$ cat src/verilog/lim_pkg.sv
package lim_pkg;

    // ============================================================
    // array geometry
    // ============================================================
    localparam int ADDR_WIDTH = 10;                 // byte address bits
    localparam int MEM_BYTES  = 1024;               // 1 KiB byte array
    localparam int MEM_WORDS  = 256;                // 32-bit words
    localparam int WORD_BYTES = 4;                  // bytes per word

    typedef logic [31:0]           word_t;
    typedef logic [ADDR_WIDTH-1:0] addr_t;
    typedef logic [23:0]           asize_t;         // range size in words
    typedef logic [MEM_BYTES-1:0]  row_lines_t;     // one word line per byte

    // last word of the array is the function cell
    localparam addr_t LIM_FUNCT_ADDR = 10'h3FC;

    // ============================================================
    // function cell opcodes (low byte of the config word)
    // ============================================================
    typedef enum logic [7:0] {
        OP_NONE = 8'd0,
        OP_AND  = 8'd1,
        OP_OR   = 8'd2,
        OP_XOR  = 8'd3,
        OP_NOR  = 8'd4,
        OP_NAND = 8'd5,
        OP_XNOR = 8'd6,
        OP_MAX  = 8'd7,
        OP_MIN  = 8'd8
    } lim_op_e;

endpackage
$ cat src/verilog/lim_row_decoder.sv
module lim_row_decoder import lim_pkg::*; (
    input  addr_t      addr_i,
    input  logic [3:0] be_i,
    input  logic       range_active_i,
    input  addr_t      range_end_i,
    output row_lines_t row_lines_o
);

    logic [MEM_WORDS-1:0] start_mark;
    logic [MEM_WORDS-1:0] end_mark;
    logic [MEM_WORDS-1:0] fill;                 // words inside [start, end)

    // ============================================================
    // start and end markers
    // ============================================================
    always_comb begin
        start_mark = '0;
        end_mark   = '0;
        start_mark[addr_i[ADDR_WIDTH-1:2]] = 1'b1;
        if (range_active_i) begin
            end_mark[range_end_i[ADDR_WIDTH-1:2]] = 1'b1;
        end
    end

    // ============================================================
    // toggle propagation up the word lines
    // ============================================================
    always_comb begin
        fill[0] = start_mark[0];                // an end that wrapped to 0 is ignored
        for (int w = 1; w < MEM_WORDS; w++) begin
            fill[w] = start_mark[w] ^ end_mark[w] ^ fill[w-1];
        end
    end

    // ranges cover full words, single accesses honour byte enables
    always_comb begin
        for (int w = 0; w < MEM_WORDS; w++) begin
            for (int b = 0; b < WORD_BYTES; b++) begin
                if (range_active_i) begin
                    row_lines_o[WORD_BYTES*w + b] = fill[w];
                end else begin
                    row_lines_o[WORD_BYTES*w + b] = start_mark[w] & be_i[b];
                end
            end
        end
    end

endmodule

$ cat config.mk
export PLATFORM = sky130hd
export DESIGN_NAME = lim_row_decoder
export DESIGN_NICKNAME = d
export VERILOG_FILES = /design/src/verilog/lim_pkg.sv /design/src/verilog/lim_row_decoder.sv
export SDC_FILE = /design/constraint.sdc
export NUM_CORES = 1
export LEC_CHECK = 0
export BUFFER_PORTS_ARGS = -buffer_cell sky130_fd_sc_hd__buf_4
export CAP_MARGIN = 20
export CORE_AREA = 2 2 409 411
export DETAILED_ROUTE_END_ITERATION = 7
export DIE_AREA = 0 0 411 413
export SLEW_MARGIN = 20
export SYNTH_ARGS = -nofsm -noshare
export SYNTH_HDL_FRONTEND = slang
export SYNTH_SLANG_ARGS = --single-unit
$ cat constraint.sdc
create_clock -name vclk -period 7.14
set_input_delay 1.071 -clock vclk [all_inputs]
set_output_delay 1.071 -clock vclk [all_outputs]
set_load 0.005 [all_outputs]
==> run metrics <==
area leader, netlist o21ai_0; Tmin final 7.08 ns; most used cell, CP buf_4; Critical Path End Type output pin; Area contributors post-synth o21ai_0 (24%), xnor2_1 (17%), xnor3_1 (12%); Distinct cells, synth 67; Layout Utilization 19.7%; number of antenna violations at the first check in global routing 47; kind of critical path primary input to output pin; Tcrit/Tclk final 99.2%; die area 170,000 um^2; RSZ-0062 raised after global routing no; first drt pass iteration count 7; seq_cells 0; failing checks design-rule violations; final setup fails 0; Arrival @ worst endpoint 6.01 ns; Initial Util 11.3%; Synth Cell Area 18,700 um^2; required time of the critical path 6.07 ns; P_leak 13.9 nW; hpwl dp 182,000 um; slowest CP cell or4b_2; Slew @ Worst Pin 1.29 ns; row count 150; f_max 141 MHz; Yosys top cell area share 24.0%; slowest stage delay, CP 0.69 ns; critical path fanouts, max 7; power per cell area 248 nW/um^2; max-cap viol count 0; vias in the first global route 28,000; post-DR wirelength/cell 34.6 um; grt ovf 0; Critical Path, Cell by Cell buf_4 > buf_4 > or4b_2 > buf_4 > nor3_1 > xor2_1 > xnor2_1 > xor3_2 > buf_4 > xnor3_2 > buf_4 > xnor3_1 > xnor2_2 > buf_4 > buf_4 > xnor3_1 > nand2_1 > o21ai_0 > buf_4; largest net degree at the start of global routing 76; DRC viols 2; Tot GR Track Use 24.6%; die height 413 um; die width 411 um; Yosys Warn Count 0; via count 32,000; crit path launch type primary input; post-route ant nets 0; Core ar. 166,000 um^2; design area 32,800 um^2; DRT Wirelength 226,000 um; Hold Path Class primary input to output pin; Synth-to-Final Area Change 74.9%; Seq/Total Area, Yosys 0%; Mapped Cells 3,071; Slew headroom 14.0%; num ports 1,049; fin. max-slew vios 0; cts hold-fix bufs 0; layout cells sized above 1 39.1%; Syn Area/Cell 6.10 um^2; Placer Congestion 1.03; Detailed Route Iter0 Violations 4,776; Port Buffers 1,045; Fill cells 19,000; Final Hold Vio Count 0; FF+latch area 0 um^2; placed standard-cell area 32,400 um^2; Syn Nets 3,096; Via-to-Cell Ratio 4.91; CLK BUF 0; multi-input logic area 17,700 um^2; first-pass GRT wire length 280,000 um; maximum resistive drop on vdd 0.157 mV; status finished, violations left; Nets 4,305
## cell usage in the layout (no fill, tap or decap), drive strengths merged, types with 8 or more instances in the layout
cell,n
nor4b,10
and2,9
or2,14
o21ai,993
nor2,182
xnor3,102
nand2b,32
xnor2,388
a21oi,24
nor4bb,8
diode,43
nand4b,11
nand3,67
nand4,11
nor3,41
nand4bb,8
a211oi,10
nor2b,16
xor2,107
nand3b,11
nand2,538
buf,1551
o22ai,63
## final cells by class
class	count	area share (%)
antenna	43	0.328
inverter	4	0.0458
multi-input combinational	2723	53.9
tap	2204	8.42
timing repair buffer	1551	37.3
## per-layer routing
| metal | part of all wire (%) | routed length, um | track usage, % | up-vias |
|---|---|---|---|---|
| li1 | - | - | - | 13000 |
| met1 | 39 | 88000 | 30.0 | 15500 |
| met2 | 45 | 101000 | 39.5 | 2864 |
| met3 | 10 | 23600 | 7.48 | 623 |
| met4 | 5.8 | 13200 | 10.9 | 10 |
| met5 | 0.061 | 137 | 0.678 | - |
## metrics by stage
step / total power [mW] / instances / setup TNS (ns) / setup slack, ns / hold WS [ns]
2_1_floorplan: 2.93 / 3071 / 0 / 0.655 / 2.26
3_3_place_gp: 7.98 / 6477 / -12.69 / -0.231 / 2.49
3_5_place_dp: 8.00 / 6477 / -17.24 / -0.293 / 2.49
4_1_cts: 8.03 / 6478 / 0 / 0.0110 / 2.50
5_1_grt: 8.49 / 6484 / 0 / 0.0109 / 2.52
6_report: 8.14 / 6525 / 0 / 0.0594 / 2.50
## cells by family after synthesis
family / Yosys count / share of synthesized area, %
compound gates: 1113 / 30.8
simple gates: 1007 / 25.0
xor+xnor: 600 / 36.4
buf+inv: 348 / 7.61
mux: 3 / 0.174
## worst max-delay path: cells and delay by family
family,cells,cell delay (ns)
AOI/OAI and AO/OA,1,0.18
xor gates and xnor gates,7,2.17
and+or+nand+nor,3,1.21
buffers and inverters,8,1.37
## power by group
part	internal, mW	total (mW)	switching [mW]
sequential	0	0	0
combinational	4.12	8.14	4.02
clock	0.0000000998	0.000000100	0
## cell usage after synthesis, drive strengths merged, types with 5 or more instances
| cell type | count |
|---|---|
| o21ai | 993 |
| nand2 | 538 |
| xnor2 | 388 |
| clkbuf | 264 |
| nor2 | 182 |
| xor2 | 107 |
| xnor3 | 102 |
| buf | 80 |
| nand3 | 67 |
| o22ai | 63 |
| nor3 | 41 |
| nand2b | 32 |
| a21oi | 24 |
| nor2b | 16 |
| or2 | 14 |
| nand3b | 11 |
| nand4 | 11 |
| nand4b | 11 |
| a211oi | 10 |
| nor4b | 10 |
| and2 | 9 |
| nand4bb | 8 |
| nor4bb | 8 |
| and3 | 7 |
| and4b | 7 |
| and4bb | 6 |
| or4b | 6 |
| nor3b | 5 |
| nor4 | 5 |
| or3b | 5 |
## repair_timing
item / in CTS / in global routing
pin swaps: 2 / 3
gates resized for setup: 11 / 24
endpoints found under the hold margin: 0 / 0
endpoints found under the setup margin: 221 / 229
setup buffers: 1 / 2
## path summary, 6_finish.rpt
check,startpoint,to,slack (ns),cells past startpoint
max,addr_i[8],row_lines_o[459],0.06,19
min,be_i[2],row_lines_o[2],2.50,4
No activity file was read; power rests on OpenSTA's default activity.
