`config.mk`:
```
export PLATFORM = sky130hd
export DESIGN_NAME = lim_funct_cell
export DESIGN_NICKNAME = d
export VERILOG_FILES = /design/src/verilog/lim_pkg.sv /design/src/verilog/lim_funct_cell.sv
export SDC_FILE = /design/constraint.sdc
export NUM_CORES = 1
export LEC_CHECK = 0
export ABC_AREA = 1
export ABC_CLOCK_PERIOD_IN_PS = 3300
export BUFFER_PORTS_ARGS = -buffer_cell sky130_fd_sc_hd__buf_2
export CAP_MARGIN = 10
export CORE_MARGIN = 4
export CORE_UTILIZATION = 40
export CTS_CLUSTER_SIZE = 10
export DETAILED_ROUTE_END_ITERATION = 12
export MAX_ROUTING_LAYER = met4
export PLACE_DENSITY = 0.66
export SYNTH_ARGS = -nofsm -noshare
export SYNTH_HDL_FRONTEND = slang
export SYNTH_SLANG_ARGS = --single-unit
```
`constraint.sdc`:
```
create_clock -name clk_i -period 3.3 [get_ports clk_i]
set_clock_uncertainty 0.1 [all_clocks]
set_input_delay 0.33 -clock clk_i [delete_from_list [all_inputs] [get_ports clk_i]]
set_output_delay 0.33 -clock clk_i [all_outputs]
set_load 0.01 [all_outputs]
```
`src/verilog/lim_pkg.sv`:
```
package lim_pkg;

    // ============================================================
    // array geometry
    // ============================================================
    localparam int ADDR_WIDTH = 10;                 // byte address bits
    localparam int MEM_BYTES  = 1024;               // 1 KiB byte array
    localparam int MEM_WORDS  = 256;                // 32-bit words
    localparam int WORD_BYTES = 4;                  // bytes per word

    typedef logic [31:0]           word_t;
    typedef logic [ADDR_WIDTH-1:0] addr_t;
    typedef logic [23:0]           asize_t;         // range size in words
    typedef logic [MEM_BYTES-1:0]  row_lines_t;     // one word line per byte

    // last word of the array is the function cell
    localparam addr_t LIM_FUNCT_ADDR = 10'h3FC;

    // ============================================================
    // function cell opcodes (low byte of the config word)
    // ============================================================
    typedef enum logic [7:0] {
        OP_NONE = 8'd0,
        OP_AND  = 8'd1,
        OP_OR   = 8'd2,
        OP_XOR  = 8'd3,
        OP_NOR  = 8'd4,
        OP_NAND = 8'd5,
        OP_XNOR = 8'd6,
        OP_MAX  = 8'd7,
        OP_MIN  = 8'd8
    } lim_op_e;

endpackage
```
`src/verilog/lim_funct_cell.sv`:
```
module lim_funct_cell import lim_pkg::*; (
    input  logic    clk_i,
    input  logic    rst_ni,
    input  logic    en_b_i,
    input  logic    we_b_i,
    input  addr_t   addr_b_i,
    input  word_t   wdata_b_i,
    output lim_op_e op_o,
    output logic    maxmin_o,
    output logic    funct_hit_o,
    output logic    range_active_o,
    output addr_t   range_end_o
);

    word_t   cfg_q;                             // opcode in [7:0], range size above
    lim_op_e op_cfg;
    asize_t  asize;

    assign funct_hit_o = (addr_b_i == LIM_FUNCT_ADDR);
    assign asize       = cfg_q[31:8];

    always_ff @(posedge clk_i or negedge rst_ni) begin
        if (!rst_ni) begin
            cfg_q <= '0;
        end else if (en_b_i && we_b_i && funct_hit_o) begin
            cfg_q <= wdata_b_i;                 // array word is written too
        end
    end

    // unknown codes behave like no operation
    always_comb begin
        if (cfg_q[7:0] <= OP_MIN) begin
            op_cfg = lim_op_e'(cfg_q[7:0]);
        end else begin
            op_cfg = OP_NONE;
        end
    end

    // a config access sees a plain memory
    assign op_o           = funct_hit_o ? OP_NONE : op_cfg;
    assign maxmin_o       = (op_cfg == OP_MAX) || (op_cfg == OP_MIN);
    assign range_active_o = en_b_i && (asize != '0) && (asize != 24'd1) && !funct_hit_o;
    assign range_end_o    = addr_b_i + {asize[ADDR_WIDTH-3:0], 2'b00};    // asize words ahead

endmodule

```
==> flow_summary_export.csv <==
group,metric,value,unit
cells_and_area,final_util,49.3,%
worst_setup_path,cp-start-kind,"flop",
detailed_routing,antenna_left,0,
power_and_ir_drop,power.leakage,1.47,nW
cells_and_area,regMostFlops,"cfg_q",
cells_and_area,fin_nets,381,
synth,syn_inst,272,
cells_and_area,antenna_cells,0,
min_path,hold_path_class,"in -> async",
floorplan,start_util,42.1,%
global_route,first_global_vias,1721,
cts,cts_tree,"built",
detailed_routing,firstDrtPassIters,4,
global_route,grt_pass1_wl,7.49,mm
synth,synth.area.top_cells,"dfrtp_1 (40%), nand2_1 (19%), nand4_1 (11%), inv_1 (4.6%), nor2_1 (4.4%)",
cells_and_area,layout-drive-gt1-share,23.2,%
cts,cts_hold_buf,0,
cts,cts_max_path_buffers,2,
run_status,violations,"hold timing",
detailed_routing,first_iter_violations,88,
place,gp_congestion,0.801,
floorplan,num_io_pins,67,
synth,yosysTopAreaCellShare,39.5,%
power_and_ir_drop,combPwrFrac,12.6,%
power_and_ir_drop,power_switching,0.194,mW
cells_and_area,filler_cell_count,537,
synth,synth_seq_cells,32,
timing,worstMarginPinSlew,0.702,ns
run_status,outcome,"finished, violations left",
job,maxCapViolCount,0,
cts,clk_pin_slew,0.06,ns
floorplan,dieArea,0.00627,mm^2
detailed_routing,drc,0,
cts,cts.repair.resized,0,
synth,ys_types,23,
cts,cts_max_level,2,
place,post-dp-hpwl,3.34,mm
timing,setup_viol,0,
timing,layout_worst_path_cycle_share,65.2,%
global_route,globalRouteOverflowTotal,0,
place,port_buffers,62,
power_and_ir_drop,p_seq_share,51.6,%
worst_setup_path,crit_arrival,1.72,ns
worst_setup_path,cp.required,2.87,ns
cts,cts_setup_buffers,0,
cts,insertion_delay,0.27,ns
timing,hold_viol,7,
synth,postSynthAreaPerCell,7.45,um^2
cells_and_area,top_regs,"cfg_q: 32 flops",
detailed_routing,vias,1863,
synth,syn_area,0.00203,mm^2
global_route,antenna_found_initial,0,
cts,cts_buffers,5,
timing,timing.setup.tns,0,ns
timing,rsz0062_at_grt,"false",
worst_setup_path,worstSetupPathType,"reg -> out",
timing,maxSlewViolCount,0,
cells_and_area,synthToLayoutAreaGrowth,17.2,%
cts,clock-sinks,32,
timing,slew_headroom,53.2,%
place,placedCellCount,387,
timing,clock.fmax,0.465,GHz
power_and_ir_drop,power.clock.fraction,35.8,%
cts,root_buffer,"clkbuf_8",
floorplan,die_h,79.2,um
floorplan,rows,25,
synth,ys_seq_area_share,39.5,%
detailed_routing,wl,4.51,mm
global_route,grt_start_max_net_pins,35,
global_route,track_usage,15.5,%
cells_and_area,largest_reg_flops,32,
cells_and_area,instances_no_fill,394,
power_and_ir_drop,internal_power,0.577,mW
synth,yosysWarnings,0,
timing,whs,-0.00697,ns
detailed_routing,post_drt_wl_per_cell,11.5,um
worst_setup_path,path_max_fanout,2,
power_and_ir_drop,p_sw_share,25.1,%
floorplan,dieWidth,79.2,um
synth,yosysTopAreaCell,"dfrtp_1",
floorplan,core-area,0.00482,mm^2
timing,finalCriticalPeriod,2.15,ns
power_and_ir_drop,p_per_area,324,mW/mm^2
detailed_routing,vias_per_cell,4.73,
worst_setup_path,end_kind,"output pin",
power_and_ir_drop,ir_drop,0.235,mV
## Yosys cell counts
cell	count
inv_2	3
nor2_8	1
nand2_2	1
nor2_4	1
buf_6	6
a21oi_1	3
ha_1	7
nand3_1	9
buf_4	6
buf_2	6
xor2_1	1
and3_1	1
nor2_1	24
nand2_1	103
conb_1	1
nand4_1	35
and2_1	1
xnor2_1	3
o21ai_1	1
dfrtp_1	32
inv_1	25
fa_1	1
nand4_4	1
## critical path, stage by stage, from the launching register on
cell and delay (ns):
dfrtp_1 0.36, ha_1 0.17, inv_1 0.06, fa_1 0.39, inv_1 0.09, nand3_1 0.09, nand3_1 0.07, nand2_1 0.05
nand2_1 0.04, buf_2 0.12
## power by group through the flow
| stage | sequential [mW] | combinational, mW | clock (mW) |
|---|---|---|---|
| final | 0.398 | 0.0969 | 0.276 |
| after global routing | 0.398 | 0.111 | 0.300 |
| after CTS | 0.398 | 0.0984 | 0.283 |
| after detailed placement | 0.405 | 0.0981 | 0 |
| after global placement | 0.405 | 0.0973 | 0 |
| after floorplan | 0.404 | 0.0534 | 0 |
## worst paths after layout
check	startpoint	to	slack [ns]	cells past startpoint
max	cfg_q[8]	range_end_o[8]	1.15	9
max in group asynchronous	rst_ni	cfg_q[14]	2.65	1
max reg2reg	cfg_q[9]	cfg_q[9]	2.52	2
min in group clk_i	wdata_b_i[28]	cfg_q[28]	0.19	3
min reg2reg	cfg_q[6]	cfg_q[6]	0.37	2
min	rst_ni	cfg_q[6]	-0.007	1
## cell usage in the layout (no fill, tap or decap), drive strengths merged
cell / synthesis / routed
a21oi: 3 / 3
and2: 1 / 1
and3: 1 / 1
buf: 18 / 63
clkbuf: 0 / 6
clkinv: 0 / 1
conb: 1 / 4
dfrtp: 32 / 32
fa: 1 / 1
ha: 7 / 7
inv: 28 / 28
nand2: 104 / 104
nand3: 9 / 9
nand4: 36 / 36
nor2: 26 / 26
o21ai: 1 / 1
xnor2: 3 / 3
xor2: 1 / 1
## cells by family (layout without fill, tap and decap cells)
family / Yosys count / after routing / synth area share [%]
AO/OA/AOI/OAI: 4 / 4 / 0.987
XOR/XNOR: 4 / 4 / 1.73
adder cells (fa/ha/maj): 8 / 8 / 5.31
buffers and inverters: 46 / 98 / 12.2
flip-flops: 32 / 32 / 39.5
other: 1 / 4 / 0.185
AND/OR/NAND/NOR: 177 / 177 / 40.1
## per-stage QoR
step	hold slack (ns)	worst slack [ns]	total power [mW]	instance area, um^2
after floorplan	-0.0656	1.58	0.458	2040
after global placement	0.319	1.37	0.502	2300
after detailed placement	0.319	1.35	0.503	2300
after CTS	0.0194	1.12	0.779	2370
after global routing	0.0613	0.963	0.809	2370
final	-0.00697	1.15	0.770	2370
## layer usage
| layer | global-route usage, % | up-vias | share of wire, % | routed length, um |
|---|---|---|---|---|
| met1 | 19.1 | 833 | 44 | 2000 |
| met4 | 4.64 | 0 | 0.80 | 36 |
| met3 | 3.51 | 6 | 6.3 | 285 |
| met2 | 25.5 | 51 | 48 | 2190 |
| li1 | - | 973 | - | - |
| met5 | - | - | 0 | 0 |
## area by class of cell
cell class / instances / area (um^2) / area share (%)
Timing Repair Buffer: 63 / 318 / 13.4
Sequential cell: 32 / 801 / 33.7
Clock inverter: 1 / 5.00 / 0.211
Inverter: 28 / 105 / 4.43
Tap cell: 67 / 83.8 / 3.53
Multi-Input combinational cell: 197 / 990 / 41.7
Clock buffer: 6 / 72.6 / 3.06
Power figures use the tool's default switching activity.
