`config.mk`:
```
export PLATFORM = sky130hd
export DESIGN_NAME = lim_maxmin_ctrl
export DESIGN_NICKNAME = d
export VERILOG_FILES = /design/src/verilog/lim_pkg.sv /design/src/verilog/lim_maxmin_ctrl.sv
export SDC_FILE = /design/constraint.sdc
export NUM_CORES = 1
export LEC_CHECK = 0
export ABC_AREA = 1
export BUFFER_PORTS_ARGS = -buffer_cell sky130_fd_sc_hd__buf_2
export CORE_MARGIN = 10
export CORE_UTILIZATION = 50
export CTS_BUF_LIST = sky130_fd_sc_hd__clkbuf_16
export DETAILED_ROUTE_END_ITERATION = 6
export PLACE_DENSITY_LB_ADDON = 0.05
export SLEW_MARGIN = 10
export SYNTH_ARGS = -nofsm -noshare
export SYNTH_HDL_FRONTEND = slang
export SYNTH_SLANG_ARGS = --single-unit
```
`constraint.sdc`:
```
create_clock -name clk_i -period 6.7 [get_ports clk_i]
set_input_delay 1.005 -clock clk_i [delete_from_list [all_inputs] [get_ports clk_i]]
set_output_delay 1.005 -clock clk_i [all_outputs]
set_load 0.01 [all_outputs]
```
`src/verilog/lim_pkg.sv`:
```
package lim_pkg;

    // ============================================================
    // array geometry
    // ============================================================
    localparam int ADDR_WIDTH = 10;                 // byte address bits
    localparam int MEM_BYTES  = 1024;               // 1 KiB byte array
    localparam int MEM_WORDS  = 256;                // 32-bit words
    localparam int WORD_BYTES = 4;                  // bytes per word

    typedef logic [31:0]           word_t;
    typedef logic [ADDR_WIDTH-1:0] addr_t;
    typedef logic [23:0]           asize_t;         // range size in words
    typedef logic [MEM_BYTES-1:0]  row_lines_t;     // one word line per byte

    // last word of the array is the function cell
    localparam addr_t LIM_FUNCT_ADDR = 10'h3FC;

    // ============================================================
    // function cell opcodes (low byte of the config word)
    // ============================================================
    typedef enum logic [7:0] {
        OP_NONE = 8'd0,
        OP_AND  = 8'd1,
        OP_OR   = 8'd2,
        OP_XOR  = 8'd3,
        OP_NOR  = 8'd4,
        OP_NAND = 8'd5,
        OP_XNOR = 8'd6,
        OP_MAX  = 8'd7,
        OP_MIN  = 8'd8
    } lim_op_e;

endpackage
```
`src/verilog/lim_maxmin_ctrl.sv`:
```
module lim_maxmin_ctrl import lim_pkg::*; (
    input  logic       clk_i,
    input  logic       rst_ni,
    input  logic       en_b_i,
    input  addr_t      addr_b_i,
    input  word_t      wdata_b_i,
    input  logic       we_b_i,
    input  logic [3:0] be_b_i,
    input  logic       gnt_b_i,
    input  logic       maxmin_i,
    input  logic       funct_hit_i,
    output logic       en_o,
    output addr_t      addr_o,
    output word_t      wdata_o,
    output logic       we_o,
    output logic [3:0] be_o,
    output word_t      mask_o,
    output logic       start_o,
    output logic       stop_o,
    output logic       rvalid_b_o
);

    logic       busy_q;                         // search in progress
    word_t      cnt_q;                          // one-hot bit under test
    addr_t      addr_q;
    word_t      wdata_q;
    logic [3:0] be_q;
    logic       search_req;

    // a search is always a read, so held en/we are constants
    assign en_o    = busy_q ? 1'b1    : en_b_i;
    assign we_o    = busy_q ? 1'b0    : we_b_i;
    assign addr_o  = busy_q ? addr_q  : {addr_b_i[ADDR_WIDTH-1:2], 2'b00};
    assign wdata_o = busy_q ? wdata_q : wdata_b_i;
    assign be_o    = busy_q ? be_q    : be_b_i;

    assign search_req = en_b_i && !we_b_i && maxmin_i && !funct_hit_i;
    assign start_o    = search_req && gnt_b_i && !busy_q;
    assign stop_o     = cnt_q[0];               // 32nd cycle after start
    assign mask_o     = busy_q ? cnt_q : wdata_o;
    assign rvalid_b_o = (busy_q || search_req) ? stop_o : gnt_b_i;

    always_ff @(posedge clk_i or negedge rst_ni) begin
        if (!rst_ni) begin
            busy_q <= 1'b0;
            cnt_q  <= '0;
        end else if (start_o) begin
            busy_q <= 1'b1;
            cnt_q  <= 32'h8000_0000;            // msb first
        end else if (busy_q) begin
            busy_q <= !stop_o;
            cnt_q  <= cnt_q >> 1;               // empties itself after bit 0
        end
    end

    always_ff @(posedge clk_i) begin
        if (start_o) begin
            addr_q  <= {addr_b_i[ADDR_WIDTH-1:2], 2'b00};
            wdata_q <= wdata_b_i;
            be_q    <= be_b_i;
        end
    end

endmodule

```
==> results.txt, run 1 <==
The run finished with clean final reports. The global routing stage identified its most utilized layer as met2. The least setup slack across all paths after layout came out at 3.032 ns. The period utilization came out at 0.5475. The number of I/O pins came out at 136.

The maximum number of pins on one net before global-route repair is 79. The total wirelength of the detailed-routed design came out at 8606 um. Using the TritonRoute via totals, the vias-per-cell ratio works out to 4.838. The via count of the first global-routing pass is 2859. The startpoint identified for the worst hold timing path is cnt_q[5]. The met3 track demand over resource in global routing is 0.05098.

The worst path needs 3.668 ns of the cycle, external delays included. The end of the worst register-to-register path is cnt_q[1]. The sum of negative setup slack is 0 ns. The class of the most critical setup path is in2out. The fill cell total of the finished layout came out at 605.

The max-slew violation count is 0. The per-cell routed wire length came out at 14.34 um. The final RePlAce weighted congestion came out at 0.7321. The maximum vdd drop came out at 0.1620 mV.

The net count reported at finish came out at 552. The actual transition at the worst max-transition pin came out at 0.7219 ns. The number of hold buffers added after CTS came out at 0. The worst slack at placement came out at 2.988 ns. The row count is 30.

The standby leakage power is 0.002273 uW. For this run, global-route usage on met1 was measured as 0.1799. In the layout the commonest cells are 138 x nand2_1, 131 x buf_2, 57 x o21ai_0, 44 x edfxtp_1, 36 x inv_1. The die extent in x is 105.1 um. Setup repair after global routing left no endpoint under its margin. The diode insertion count for antenna repair came out at 0. The count of TritonRoute iterations in the first routing pass is 4. The area growth from synthesis to layout is 24.93%.

For the final database, setup skew stands at 0.006320 ns. The region available for standard cell placement spans 6907 sq um. The die footprint is 11040 sq um. Across all layers, the routed design uses 2903 vias.

The initial utilization of the core area, before any placement, comes to 0.5239. The number of flip-flops and latches in the synthesized netlist is 77. The initial antenna violation count is 0. Static timing analysis puts the maximum clock frequency at 272.6 MHz.

The clock tree root buffer cell is clkbuf_16. The critical path data required time came out at 5.69 ns. The min-delay analysis places its worst path in the category reg2reg. The share of synthesized area occupied by flip-flops and latches is 0.5934.

Max-cap violations in this run came to 0. The worst pin sits at a relative slew slack of 0.5188. The cell area power density is 351.4 nW/um^2. The mapped cell area came out at 3618 sq um. The level count of the clock H-tree came out at 3.

The maximum root-to-sink buffer count came out at 2. The worst-case hold path end point is cnt_q[5]. After clock tree synthesis, the clock-pin slew on the worst setup and hold paths is 0.05 ns. For met2 alone, demand over resource in global routing was 0.2456. The die height came out at 105.1 um. The final count of negative-setup-slack endpoints came out at 0. The average cell area after synthesis is 9.522 sq um. After clock tree synthesis, the setup repair step added 0 buffers. The leftover overflow at the end of global routing came out at 0. The critical-path maximum fanout is 45. The worst setup path is launched from a primary input.

The source-to-sink clock delay at the later pin of the worst-skew pair is 0.32 ns. In the global route stage, overall resource usage came out at 0.1505. The arrival time of data at the critical path endpoint came out at 2.66 ns. The number of resized instances in the post-cts repair step is 0. The worst register-to-register path begins at busy_q. STA classifies the critical path endpoint as an output pin. The initial DRC count came out at 108. The total count of hold-check failures in the final report is 0. Counting cells, the worst reg-to-reg path comes to 3. The cell count of the worst hold path came out at 2. The instance count of the mapped netlist came out at 380. The first global-routing pass estimated 13940 um of wire.

Hold timing on the final database bottoms out at a slack of 0.4976 ns. During placement, the flow inserted port buffers numbering 131. The remaining design rule violation count is 0. TritonCTS built the clock tree. Counting distinct cell types in the post-synthesis netlist gives 21. The library cell used most frequently in the layout, excluding fill and tap cells, is nand2_1.

The count of warnings emitted by yosys came out at 0. The count of clock tree sinks is 77. The final HPWL from detailed placement is 6002 um. Of the cells placed in the final design, the portion with a size suffix greater than 1 is 0.3234. Once detail routing completed, the nets flagged for antenna violations numbered 0. The total clock buffers created by CTS is 9.

The worst register-to-register path has a setup slack of 4.81 ns.
[sequential cells by signal, indices dropped and copies added, names as in the netlist]
| name | cells |
|---|---|
| cnt_q | 32 |
| addr_q | 8 |
| busy_q | 1 |
| wdata_q | 32 |
| be_q | 4 |
[layout make-up]
type | count | area (sq um) | share of cell area
Multi-Input combinational cell | 242 | 1110 | 0.2455
Inverter | 36 | 137.6 | 0.03045
Tap cell | 96 | 120.1 | 0.02657
Clock inverter | 7 | 106.4 | 0.02353
Clock buffer | 9 | 225.2 | 0.04982
Timing Repair Buffer | 133 | 670.6 | 0.1484
Sequential cell | 77 | 2151 | 0.4758
[cell usage after synthesis]
master | n | area [sq um]
or2_2 | 1 | 6.260
nand3_1 | 22 | 110.1
buf_2 | 2 | 10.01
inv_4 | 1 | 6.260
edfxtp_1 | 44 | 1321
o21ai_0 | 57 | 285.3
dfrtp_1 | 33 | 825.8
nand3_2 | 10 | 100.1
nor2_2 | 1 | 6.260
clkbuf_2 | 3 | 15.01
inv_1 | 35 | 131.4
clkbuf_1 | 3 | 11.26
o21ai_1 | 7 | 35.03
buf_4 | 2 | 15.01
nand2_1 | 138 | 518.0
nand3_4 | 1 | 17.52
nor2_1 | 2 | 7.510
a21oi_2 | 1 | 8.760
buf_8 | 1 | 15.01
buf_6 | 15 | 168.9
conb_1 | 1 | 3.750
[stage by stage]
step / utilization / power, uW / instances / cell area [sq um]
finish: 0.6545 / 1589 / 600 / 4521
floorplan: - / 926.1 / 381 / 3622
global placement: 0.6065 / 1058 / 584 / 4189
global route: 0.6545 / 1680 / 600 / 4521
detailed placement: 0.6065 / 1067 / 584 / 4189
CTS: 0.6545 / 1609 / 600 / 4521
[worst max path at each step]
stage | startpoint | end | cells after the start | slack, ns
after global placement | funct_hit_i | start_o | 6 | 3.04
after global routing | funct_hit_i | start_o | 6 | 2.87
after CTS | funct_hit_i | start_o | 6 | 2.98
after detailed placement | funct_hit_i | start_o | 6 | 2.99
after floorplan | funct_hit_i | start_o | 4 | 2.27
final | funct_hit_i | start_o | 6 | 3.03
[layer usage]
| metal | wire, um | vias up | share of wire |
|---|---|---|---|
| met5 | 0 | - | 0 |
| met4 | 84 | 0 | 0.0098 |
| met3 | 577 | 7 | 0.067 |
| met2 | 4167 | 84 | 0.48 |
| met1 | 3777 | 1341 | 0.44 |
| li1 | - | 1471 | - |
[critical path, stage by stage]
cell	delay (ns)
buf_2	0.10
nor2_2	0.16
nand3_4	0.40
nor2_4	0.20
buf_4	0.52
buf_2	0.24
[cell families (layout without fill, tap and decap cells)]
kind of cell,after synthesis,after routing,share of synthesized area
simple gates,175,175,0.2116
flops,77,77,0.5934
compound gates,65,65,0.09094
buf+inv,62,185,0.1030
other cells,1,2,0.001036
[report_power, final]
group	leakage [uW]	switching, uW	internal, uW
logic	0.00126	269	165
clock network	0.000166	179	359
registers	0.000843	59.8	557
No activity file was read; power rests on OpenSTA's default activity.
==> run 2, diff against run 1 <==
- CORE_UTILIZATION: 50 -> 49
- clock period: 6.7 -> 3.68 ns (I/O delays scaled with it)
==> run 2 against run 1 <==
Net effect:
- cell area increased by 0.41%
- critical path type is now reg2out
- core utilization decreased by 2.5 points
- clock skew decreased by 0.0034 ns
- first-iteration DRC count decreased by 9.3%
- via count decreased by 1.4%
==> results.txt, run 2 (synthesis results as in run 1) <==
The flow ran to the end, and the final reports show no timing, DRC or antenna violations. The remaining max-slew budget at the tightest pin is 0.3598. The cell depth of the worst flop-to-flop path is 2. The vias after detailed routing is 2861. The achievable clock frequency is 349.4 MHz. The critical path is of the reg2out type. Routability-driven placement finished with a final weighted congestion of 0.7595. The via count of the first global-routing pass is 2830. For the worst-skew pair, the clock arrives at the later sink with an insertion delay of 0.33 ns. The diode insertion count for antenna repair is 0.

The total routing usage reported by global routing is 0.1478. The sum of negative setup slack came out at 0 ns. At the pin with the least slew margin, the transition time is 0.9602 ns. The cell area power density came out at 638.1 nW/um^2. STA classifies the critical path endpoint as an output pin.

The arrival time of data at the critical path endpoint came out at 2.31 ns. The final hold slack came out at 0.2811 ns. The number of hold buffers added after CTS is 0. In this run the worst setup path begins at busy_q.

STA classifies the critical path startpoint as a flip-flop. The net count reported at finish came out at 553. Once layout is complete, the cells apart from fillers number 604.

The total of max-cap violations is 0. The final HPWL from detailed placement came out at 5993 um. Relative to the synthesized area, the layout overhead comes to 25.45%. Including well taps, the total number of placed cells is 588. The number of buffers inserted by port buffering came out at 131.

The critical-path maximum fanout is 106. The count of TritonRoute iterations in the first routing pass is 4. The post-route minimum period came out at 2.862 ns. The initial antenna violation count came to 0. Traced cell by cell, the critical path runs through inv_4 > nand2_1 > o21ai_0 > buf_2.

The share of cells above drive strength 1 came out at 0.3307. The clock-pin transition on the worst setup and hold timing paths came out at 0.06 ns. The largest registers in the layout are cnt_q: 32 flops, wdata_q: 32 flops, addr_q: 8 flops.

The library cell used most frequently in the layout, excluding fill and tap cells, is nand2_1. The maximum root-to-sink buffer count came out at 2. In the routed design, unresolved DRC markers number 0. The initial utilization of the core area, before any placement, comes to 0.5016.

The tightest min-delay check is of the in2async type. Detailed routing placed a total of 626 um of wire on met3. The max-slew violation count is 0. TritonCTS built the clock tree. On the worst path, the slowest cell contributes a delay of 1.04 ns. Summed over all cells, the static leakage comes to 0.002282 uW.

The period utilization is 0.7778. The total count of hold-check failures in the final report was 0. The die footprint came out at 11220 sq um.

The global-route wire length before repair is 13680 um. Pin placement for this block handled 136 I/O pins. In this run, post-CTS repair resized a total of 0 instances.

The highest metal layer carrying signal wires in the routed design is met4. The maximum number of pins on one net before global-route repair is 107. The met2 wire length came out at 3766 um. The worst register-to-register path has a setup slack of 1.60 ns. The total overflow left after global routing is 0. The worst-case IR drop observed on VDD is 0.3447 mV.

The per-cell routed wire length is 13.90 um. The die extent in x came out at 105.9 um. The total wirelength of the detailed-routed design came out at 8395 um. The initial DRC count came out at 98.

Setup repair after global routing left no endpoint under its margin. Counting the buffers created by CTS gives 9. The level count of the clock H-tree came out at 3.

Dividing the detail-routed via count by the number of cells gives 4.737. Once detail routing completed, the nets flagged for antenna violations numbered 0. The core footprint came out at 7214 sq um.

The tree is rooted in a clkbuf_16. The slowest stage of the critical path is the dfrtp_4 cell. Measured along the y axis, the die boundary spans 105.9 um. Row generation in the floorplan step produced 31 rows.

The met1 routed wirelength after detailed routing is 3871 um. Post-CTS timing repair inserted 0 buffers for setup. For the final database, setup skew stands at 0.002947 ns. The count of clock tree sinks came out at 77. The final count of negative-setup-slack endpoints came out at 0. The endpoint identified for the worst register-to-register timing path is be_q[3]. The top cell types in the final layout, fill and taps aside, are 138 x nand2_1, 131 x buf_2, 57 x o21ai_0, 44 x edfxtp_1, 35 x inv_1. In this run the critical register-to-register path is launched from busy_q. The critical path data required time is 3.13 ns.
==> run 2: cell types whose count changed in the layout (fill, tap and decap cells not counted), sizes merged <==
cell,previous run,this run
inv,37,36
buf,133,134
clkinv,3,4
==> run 2: per-layer routing <==
layer  vias up  track usage
li1       1474            -
met1      1290       0.1867
met2        86       0.2231
met3        11      0.05374
met4         0      0.06480
met5         -            0
==> run 2: worst max-delay path by stage <==
stage	slack (ns)	endpoint
6_report	0.82	mask_o[0]
5_1_grt	0.61	mask_o[0]
4_1_cts	0.82	mask_o[0]
3_5_place_dp	1.13	start_o
3_3_place_gp	1.12	start_o
2_1_floorplan	0.16	start_o
==> run 2: power by group <==
| group | internal [uW] | switching [uW] | leakage (uW) |
|---|---|---|---|
| logic | 302 | 449 | 0.00127 |
| registers | 1010 | 141 | 0.000843 |
| clock network | 659 | 332 | 0.000169 |
| total | 1970 | 922 | 0.00228 |
==> run 2: critical path, delay by kind of cell, from the launching register on <==
family / cells / cell delay (ns)
flops: 1 / 1.04
buf+inv: 2 / 0.61
simple gates: 1 / 0.17
compound gates: 1 / 0.09
==> run 2: through the flow <==
step | area, sq um | utilization | total power, uW | setup slack [ns]
4_1_cts | 4539 | 0.6292 | 2939 | 0.8216
5_1_grt | 4539 | 0.6292 | 3075 | 0.6057
6_report | 4539 | 0.6292 | 2896 | 0.8178
3_5_place_dp | 4200 | 0.5822 | 1938 | 1.129
3_3_place_gp | 4200 | 0.5822 | 1925 | 1.121
2_1_floorplan | 3622 | - | 1686 | 0.1598
==> run 2: final cells by class <==
class / count / area [sq um]
fillers: 645 / 2675
flip-flops and latches: 77 / 2151
multi-input cells: 242 / 1110
repair buffers: 134 / 678.2
clock buffers: 9 / 225.2
inverters: 36 / 137.6
well taps: 99 / 123.9
clock inverters: 7 / 113.9
